`src/rob_pkg.sv`:
```
package rob_pkg;

    // buffer geometry
    localparam int rob_depth = 16;
    localparam int tag_w     = 4;
    localparam int xlen      = 32;
    localparam int reg_w     = 5;

    typedef logic [tag_w-1:0] rob_tag_t;
    typedef logic [xlen-1:0]  word_t;
    typedef logic [xlen-1:0]  addr_t;
    typedef logic [reg_w-1:0] reg_idx_t;
    typedef logic [1:0]       op_kind_t;
    typedef logic [1:0]       store_size_t;

    // op kinds kept per entry
    localparam op_kind_t kind_alu    = 2'd0;
    localparam op_kind_t kind_load   = 2'd1;
    localparam op_kind_t kind_store  = 2'd2;
    localparam op_kind_t kind_branch = 2'd3;

    // store width, same order as funct3[1:0] of sb/sh/sw
    localparam store_size_t size_byte = 2'd0;
    localparam store_size_t size_half = 2'd1;
    localparam store_size_t size_word = 2'd2;

    // rv32 major opcodes the dispatch decode looks at
    localparam logic [6:0] opc_load   = 7'b0000011;
    localparam logic [6:0] opc_store  = 7'b0100011;
    localparam logic [6:0] opc_branch = 7'b1100011;

    typedef enum logic {
        st_idle,
        st_store_wait
    } commit_state_t;

    typedef struct packed {
        logic       valid;
        logic [6:0] opcode;
        logic [2:0] funct3;
        reg_idx_t   rd;
        addr_t      pc;
        logic       predicted_taken;
    } dispatch_req_t;

    typedef struct packed {
        logic        busy;
        logic        ready;
        op_kind_t    kind;
        store_size_t size;
        reg_idx_t    rd;
        addr_t       pc;
        logic        predicted_taken;
        // result, store data, or branch direction in bit 0
        word_t       value;
        // branch target or store address
        addr_t       addr;
    } rob_entry_t;

    typedef struct packed {
        logic     valid;
        rob_tag_t tag;
        word_t    value;
        addr_t    addr;
    } wb_t;

    typedef struct packed {
        logic     valid;
        reg_idx_t rd;
        rob_tag_t tag;
        word_t    value;
    } reg_commit_t;

    typedef struct packed {
        logic        valid;
        store_size_t size;
        addr_t       addr;
        word_t       data;
    } store_req_t;

endpackage
```
`src/rob_top.sv`:
```
`timescale 1ns/1ps

module rob_top import rob_pkg::*; (
    input  logic          alu_broadcast,
    input  logic          rst,
    input  dispatch_req_t dispatch,
    input  wb_t           alu_wb,
    input  wb_t           lsb_wb,
    input  logic          store_done,
    output reg_commit_t   reg_commit,
    output store_req_t    store_req,
    output logic          credit_return,
    output logic          redirect,
    output addr_t         redirect_pc
);

    // dispatch to table
    logic       alloc_we;
    rob_tag_t   alloc_tag;
    rob_entry_t alloc_entry;

    // table and commit loop
    rob_entry_t head_entry;
    rob_tag_t   head_tag;
    logic       retire;
    logic       flush;

    // input side, tail pointer and decode
    rob_dispatch u_dispatch (
        .alu_broadcast (alu_broadcast),
        .rst           (rst),
        .dispatch      (dispatch),
        .flush         (flush),
        .alloc_we      (alloc_we),
        .alloc_tag     (alloc_tag),
        .alloc_entry   (alloc_entry)
    );

    // entry storage, writebacks land here
    rob_entry_table u_entry_table (
        .alu_broadcast (alu_broadcast),
        .rst           (rst),
        .alloc_we      (alloc_we),
        .alloc_tag     (alloc_tag),
        .alloc_entry   (alloc_entry),
        .alu_wb        (alu_wb),
        .lsb_wb        (lsb_wb),
        .head_tag      (head_tag),
        .retire        (retire),
        .flush         (flush),
        .head_entry    (head_entry)
    );

    // output side, head pointer and commit fsm
    rob_commit u_commit (
        .alu_broadcast (alu_broadcast),
        .rst           (rst),
        .head_entry    (head_entry),
        .store_done    (store_done),
        .head_tag      (head_tag),
        .retire        (retire),
        .flush         (flush),
        .reg_commit    (reg_commit),
        .store_req     (store_req),
        .credit_return (credit_return),
        .redirect      (redirect),
        .redirect_pc   (redirect_pc)
    );

endmodule

```
`src/rob_commit.sv`:
```
`timescale 1ns/1ps

module rob_commit import rob_pkg::*; (
    input  logic        alu_broadcast,
    input  logic        rst,
    input  rob_entry_t  head_entry,
    input  logic        store_done,
    output rob_tag_t    head_tag,
    output logic        retire,
    output logic        flush,
    output reg_commit_t reg_commit,
    output store_req_t  store_req,
    output logic        credit_return,
    output logic        redirect,
    output addr_t       redirect_pc
);

    commit_state_t state;

    logic  taken;
    logic  mispredict;
    addr_t fix_pc;

    // head may leave only when idle and not in the flush cycle
    assign retire = (state == st_idle) && head_entry.busy && head_entry.ready && !flush;

    // actual branch direction sits in value bit 0
    assign taken      = head_entry.value[0];
    assign mispredict = (head_entry.kind == kind_branch)
                        && (taken != head_entry.predicted_taken);

    // taken target from alu, else fall through
    assign fix_pc = taken ? head_entry.addr : head_entry.pc + addr_t'(4);

    always_ff @(posedge alu_broadcast) begin
        if (rst) begin
            state            <= st_idle;
            head_tag         <= '0;
            reg_commit.valid <= 1'b0;
            store_req.valid  <= 1'b0;
            credit_return    <= 1'b0;
            redirect         <= 1'b0;
            flush            <= 1'b0;
        end else begin
            // single cycle pulses by default
            reg_commit.valid <= 1'b0;
            credit_return    <= 1'b0;
            redirect         <= 1'b0;
            flush            <= 1'b0;

            // head pointer
            if (flush) begin
                head_tag <= '0;
            end else if (retire) begin
                head_tag <= head_tag + rob_tag_t'(1);
            end

            case (state)
                st_idle: begin
                    if (retire) begin
                        // one credit back per retired entry, whatever the kind
                        credit_return <= 1'b1;
                        case (head_entry.kind)
                            kind_store: begin
                                // store leaves the buffer now, lsb finishes it
                                store_req.valid <= 1'b1;
                                store_req.size  <= head_entry.size;
                                store_req.addr  <= head_entry.addr;
                                store_req.data  <= head_entry.value;
                                state           <= st_store_wait;
                            end
                            kind_branch: begin
                                if (mispredict) begin
                                    redirect    <= 1'b1;
                                    redirect_pc <= fix_pc;
                                    // younger entries go at the next edge
                                    flush       <= 1'b1;
                                end
                            end
                            default: begin
                                // alu and load ops write rd
                                reg_commit.valid <= 1'b1;
                                reg_commit.rd    <= head_entry.rd;
                                reg_commit.tag   <= head_tag;
                                reg_commit.value <= head_entry.value;
                            end
                        endcase
                    end
                end
                st_store_wait: begin
                    // hold store_req steady, commit stalls meanwhile
                    if (store_done) begin
                        store_req.valid <= 1'b0;
                        state           <= st_idle;
                    end
                end
                default: begin
                    state <= st_idle;
                end
            endcase
        end
    end

endmodule

```
`src/rob_entry_table.sv`:
```
`timescale 1ns/1ps

module rob_entry_table import rob_pkg::*; (
    input  logic       alu_broadcast,
    input  logic       rst,
    input  logic       alloc_we,
    input  rob_tag_t   alloc_tag,
    input  rob_entry_t alloc_entry,
    input  wb_t        alu_wb,
    input  wb_t        lsb_wb,
    input  rob_tag_t   head_tag,
    input  logic       retire,
    input  logic       flush,
    output rob_entry_t head_entry
);

    rob_entry_t entries [rob_depth];

    // head read is combinational, commit decides in the same cycle
    assign head_entry = entries[head_tag];

    always_ff @(posedge alu_broadcast) begin
        if (rst) begin
            // only busy/ready matter after reset, payload is rewritten on alloc
            for (int i = 0; i < rob_depth; i++) begin
                entries[i].busy  <= 1'b0;
                entries[i].ready <= 1'b0;
            end
        end else begin
            // head leaves, slot becomes free
            if (retire) begin
                entries[head_tag].busy  <= 1'b0;
                entries[head_tag].ready <= 1'b0;
            end

            // new entry at the tail
            // credits keep the tail off a busy head, so no clash with retire
            if (alloc_we) begin
                entries[alloc_tag] <= alloc_entry;
            end

            // alu result, also branch direction and target
            // ignore tags already freed by a flush
            if (alu_wb.valid && entries[alu_wb.tag].busy) begin
                entries[alu_wb.tag].value <= alu_wb.value;
                entries[alu_wb.tag].addr  <= alu_wb.addr;
                entries[alu_wb.tag].ready <= 1'b1;
            end

            // load data, or store data plus address in one go
            if (lsb_wb.valid && entries[lsb_wb.tag].busy) begin
                entries[lsb_wb.tag].value <= lsb_wb.value;
                if (entries[lsb_wb.tag].kind == kind_store) begin
                    entries[lsb_wb.tag].addr <= lsb_wb.addr;
                end
                entries[lsb_wb.tag].ready <= 1'b1;
            end

            // mispredict, drop everything younger than the branch
            // overrides the updates above
            if (flush) begin
                for (int i = 0; i < rob_depth; i++) begin
                    entries[i].busy  <= 1'b0;
                    entries[i].ready <= 1'b0;
                end
            end
        end
    end

endmodule

```
`src/rob_dispatch.sv`:
```
`timescale 1ns/1ps

module rob_dispatch import rob_pkg::*; (
    input  logic          alu_broadcast,
    input  logic          rst,
    input  dispatch_req_t dispatch,
    input  logic          flush,
    output logic          alloc_we,
    output rob_tag_t      alloc_tag,
    output rob_entry_t    alloc_entry
);

    // next free slot, wraps with the 4 bit tag
    rob_tag_t    tail;
    op_kind_t    kind;
    store_size_t size;
    reg_idx_t    rd;

    // dispatcher holds a credit whenever valid is high, never refused
    assign alloc_we  = dispatch.valid;
    assign alloc_tag = tail;

    always_ff @(posedge alu_broadcast) begin
        if (rst || flush) begin
            tail <= '0;
        end else if (dispatch.valid) begin
            tail <= tail + rob_tag_t'(1);
        end
    end

    // classify the op from its major opcode
    always_comb begin
        kind = kind_alu;
        rd   = dispatch.rd;
        case (dispatch.opcode)
            opc_load: begin
                kind = kind_load;
            end
            opc_store: begin
                kind = kind_store;
                // stores and branches never touch the register file
                rd   = '0;
            end
            opc_branch: begin
                kind = kind_branch;
                rd   = '0;
            end
            default: begin
                kind = kind_alu;
            end
        endcase
        // width only matters for stores
        case (dispatch.funct3[1:0])
            2'b00:   size = size_byte;
            2'b01:   size = size_half;
            default: size = size_word;
        endcase
    end

    // fresh entry, busy and waiting for its writeback
    assign alloc_entry = '{
        busy:            1'b1,
        ready:           1'b0,
        kind:            kind,
        size:            size,
        rd:              rd,
        pc:              dispatch.pc,
        predicted_taken: dispatch.predicted_taken,
        value:           '0,
        addr:            '0
    };

endmodule

```
`config.mk`:
```
export PLATFORM = sky130hd
export DESIGN_NAME = rob_top
export DESIGN_NICKNAME = d
export VERILOG_FILES = /design/src/rob_pkg.sv /design/src/rob_top.sv /design/src/rob_commit.sv /design/src/rob_entry_table.sv /design/src/rob_dispatch.sv
export SDC_FILE = /design/constraint.sdc
export NUM_CORES = 2
export LEC_CHECK = 0
export BUFFER_PORTS_ARGS = -buffer_cell sky130_fd_sc_hd__buf_4
export CAP_MARGIN = 20
export CORE_MARGIN = 4
export CORE_UTILIZATION = 43
export DETAILED_ROUTE_END_ITERATION = 8
export GPL_ROUTABILITY_DRIVEN = 0
export PLACE_DENSITY_LB_ADDON = 0.05
export SYNTH_ARGS = -nofsm -noshare
export SYNTH_HDL_FRONTEND = slang
export SYNTH_SLANG_ARGS = --single-unit
```
`constraint.sdc`:
```
create_clock -name alu_broadcast -period 13.8 [get_ports alu_broadcast]
set_input_delay 0.69 -clock alu_broadcast [delete_from_list [all_inputs] [get_ports alu_broadcast]]
set_output_delay 0.69 -clock alu_broadcast [all_outputs]
set_load 0.1 [all_outputs]
```
==> impl_metrics.env <==
export IMPL_htree_levels=4
export IMPL_critical_path_slowest_cell="dfxtp_4"
export IMPL_start_kind="register"
export IMPL_design_area_mm2=0.0954
export IMPL_cp_top_family="buffers and inverters"
export IMPL_crit_type="reg2reg"
export IMPL_max_slew_margin_pct=22.6
export IMPL_p_leak_nw=31.8
export IMPL_grt_pass1_vias=52200
export IMPL_synth_most_common_cell="edfxtp_1"
export IMPL_fmax_mhz=186
export IMPL_syn_num_nets=5525
export IMPL_post_cts_buffers=0
export IMPL_powerDensity_mw_per_mm2=124
export IMPL_end_kind="register"
export IMPL_synth_common_cells="edfxtp_1, nand3_1, o21ai_0"
export IMPL_grt_pass1_wl_mm=409
export IMPL_die_w_um=452
export IMPL_drt_iter0_markers=6598
export IMPL_die_y_um=452
export IMPL_cts_tree="yes"
export IMPL_crit_top_cell="buf_4"
export IMPL_synth_cell_area_mm2=0.0848
export IMPL_place_ws_ns=8.26
export IMPL_dp_hpwl_mm=147
export IMPL_crit_fanout=44
export IMPL_pin_count=333
export IMPL_path_buf_inv=3
export IMPL_ctsResizeCount=0
export IMPL_fillers=16600
export IMPL_synth_ff_type="edfxtp_1"
export IMPL_core_mm2=0.195
export IMPL_clk_pin_slew_worst_paths_ns=0.06
export IMPL_antenna_found_initial=35
export IMPL_grt_total_usage_pct=28.3
export IMPL_cts_inserted_buffers=204
export IMPL_synth_async_sr_flop_share_pct=0
export IMPL_io_buffers=331
export IMPL_drive_above_1_share_pct=24.9
export IMPL_yosysWarningCount=0
export IMPL_fin_crit_ns=5.37
export IMPL_synth_edff_count=1835
export IMPL_rsz0062_at_grt="no"
export IMPL_synthTopCellsByArea="edfxtp_1, mux4_2, a22o_1, nand3_1, o21ai_0"
export IMPL_root_buffer="clkbuf_16"
export IMPL_ys_ff_latch=1884
export IMPL_path_cells="buf_4, buf_4, buf_4, mux4_2, mux4_2, a22o_1, a211o_1"
export IMPL_worst_ep_arrival_time_ns=5.94
export IMPL_drc=0
export IMPL_die_area_mm2=0.204
export IMPL_cap_violations=0
export IMPL_status="finished clean"
export IMPL_drtAntennaViolNets=0
export IMPL_setup_slack_ns=8.43
export IMPL_syn_to_final_growth_pct=12.5
export IMPL_num_vias=52600
export IMPL_netlist_area_leader_share_pct=65.0
export IMPL_fin_util_pct=48.8
export IMPL_firstDrtPassIters=8
export IMPL_skew_ns=0.0348
export IMPL_seqCellArea_mm2=0.0561
export IMPL_slew_viol_final=0
export IMPL_drt_wl_total_mm=292
export IMPL_clkSinkCount=1884
export IMPL_clk_latency_ns=0.86
export IMPL_grt_overflow_total=0
export IMPL_fin_setup_tns_ns=0
export IMPL_ir_drop_mv=0.126
export IMPL_postSynthAreaPerCell_um2=15.9
export IMPL_hold_viol_final=0
export IMPL_tightest_slew_ns=1.15
export IMPL_synthDistinctLibCells=81
export IMPL_wire_per_inst_um=35.8
export IMPL_hold_buffers=0
export IMPL_multi_input_area_mm2=0.0258
export IMPL_rows=162
export IMPL_synthCells=5326
export IMPL_nets=5543
export IMPL_ys_seq_area_share_pct=66.2
export IMPL_grt_max_degree=101
export IMPL_max_stage_delay_ns=0.90
export IMPL_start_util_pct=43.4
export IMPL_synth_top_area_cell="edfxtp_1"
export IMPL_viasPerCell=6.44
export IMPL_post_dp_cell_area_mm2=0.0890
export IMPL_finalSetupViolations=0
export IMPL_clk_path_buf_depth=3
export IMPL_hold_class="in2reg"
export IMPL_post_route_period_util_pct=38.9
export IMPL_crit_required_ns=14.38
where the power goes:
group | total [mW] | switching [mW] | internal (mW)
clock | 5.24 | 2.28 | 2.96
combinational | 0.326 | 0.237 | 0.0892
sequential | 6.26 | 0.00712 | 6.25
total | 11.8 | 2.52 | 9.30
routing by layer:
metal | track usage (%) | vias to the layer above | wire [um]
met5 | 0 | - | 184
met4 | 9.07 | 24 | 9250
met3 | 6.13 | 550 | 25800
met2 | 45.3 | 2679 | 139000
met1 | 38.8 | 27700 | 118000
li1 | - | 21600 | -
flip-flops by register name (all words and copies together) (netlist names), 4 cells and up, named ones only:
register               cells
u_dispatch.alloc_tag       4
u_commit.store_req        67
u_commit.redirect_pc      32
u_commit.head_tag          4
u_commit.reg_commit       42
u_entry_table.entries   1728
through the flow:
step | total power, mW | instances | hold slack (ns)
2_1_floorplan | 6.55 | 5326 | 0.406
3_3_place_gp | 6.70 | 7761 | 0.447
3_5_place_dp | 6.71 | 7761 | 0.449
4_1_cts | 11.9 | 8134 | 0.0777
5_1_grt | 12.2 | 8149 | 0.122
6_report | 11.8 | 8157 | 0.155
cells by family after synthesis:
logic type | count (synthesis) | synth area share (%)
multiplexers | 548 | 14.1
XOR/XNOR | 18 | 0.186
buffers and inverters | 737 | 4.01
AO/OA/AOI/OAI | 1221 | 10.1
AND/OR/NAND/NOR | 909 | 5.40
adder cells (fa/ha/maj) | 9 | 0.133
flip-flops | 1884 | 66.2
worst reg2reg max path, cell delays in order (launching register included):
cell and delay [ns]:
dfxtp_4 0.90, buf_4 0.73, buf_4 0.94, buf_4 0.81
mux4_2 0.64, mux4_2 0.56, a22o_1 0.26, a211o_1 0.27
cells in the final DEF, fill, tap and decap left out, types with 16 or more instances in the layout:
cell	instances
nor2b_1	18
a21oi_1	17
or3_2	16
mux2i_1	37
nand4_1	19
edfxtp_1	1835
nor2_1	48
clkbuf_1	52
mux4_2	474
clkinv_1	50
a221oi_1	20
a22o_1	517
a22oi_1	19
nand2_1	96
clkinv_2	52
o21ai_0	537
diode_2	22
nand2_2	19
nor2_4	35
dfxtp_1	45
inv_1	57
mux4_1	29
clkbuf_16	210
buf_4	471
nand3_1	550
worst paths after layout:
kind,from,to,slack (ns),depth (start not counted)
worst max-delay path,register,u_commit.redirect_pc[24],8.43,7
worst min register to register,u_entry_table.entries[3][106],u_entry_table.entries[3][106],0.46,2
worst max register to register,register,u_commit.redirect_pc[24],8.43,7
worst min-delay path,dispatch[14],u_entry_table.entries[5][78],0.16,1
final cells by class:
cell class	instances	share of cell area [%]
multi-input cells	2705	27.0
diodes	22	0.0577
inverters	75	0.324
well taps	2624	3.44
flip-flops and latches	1884	58.8
repair buffers	474	3.77
clock inverters	111	0.850
clock buffers	262	5.72
No activity file was read; power rests on OpenSTA's default activity.
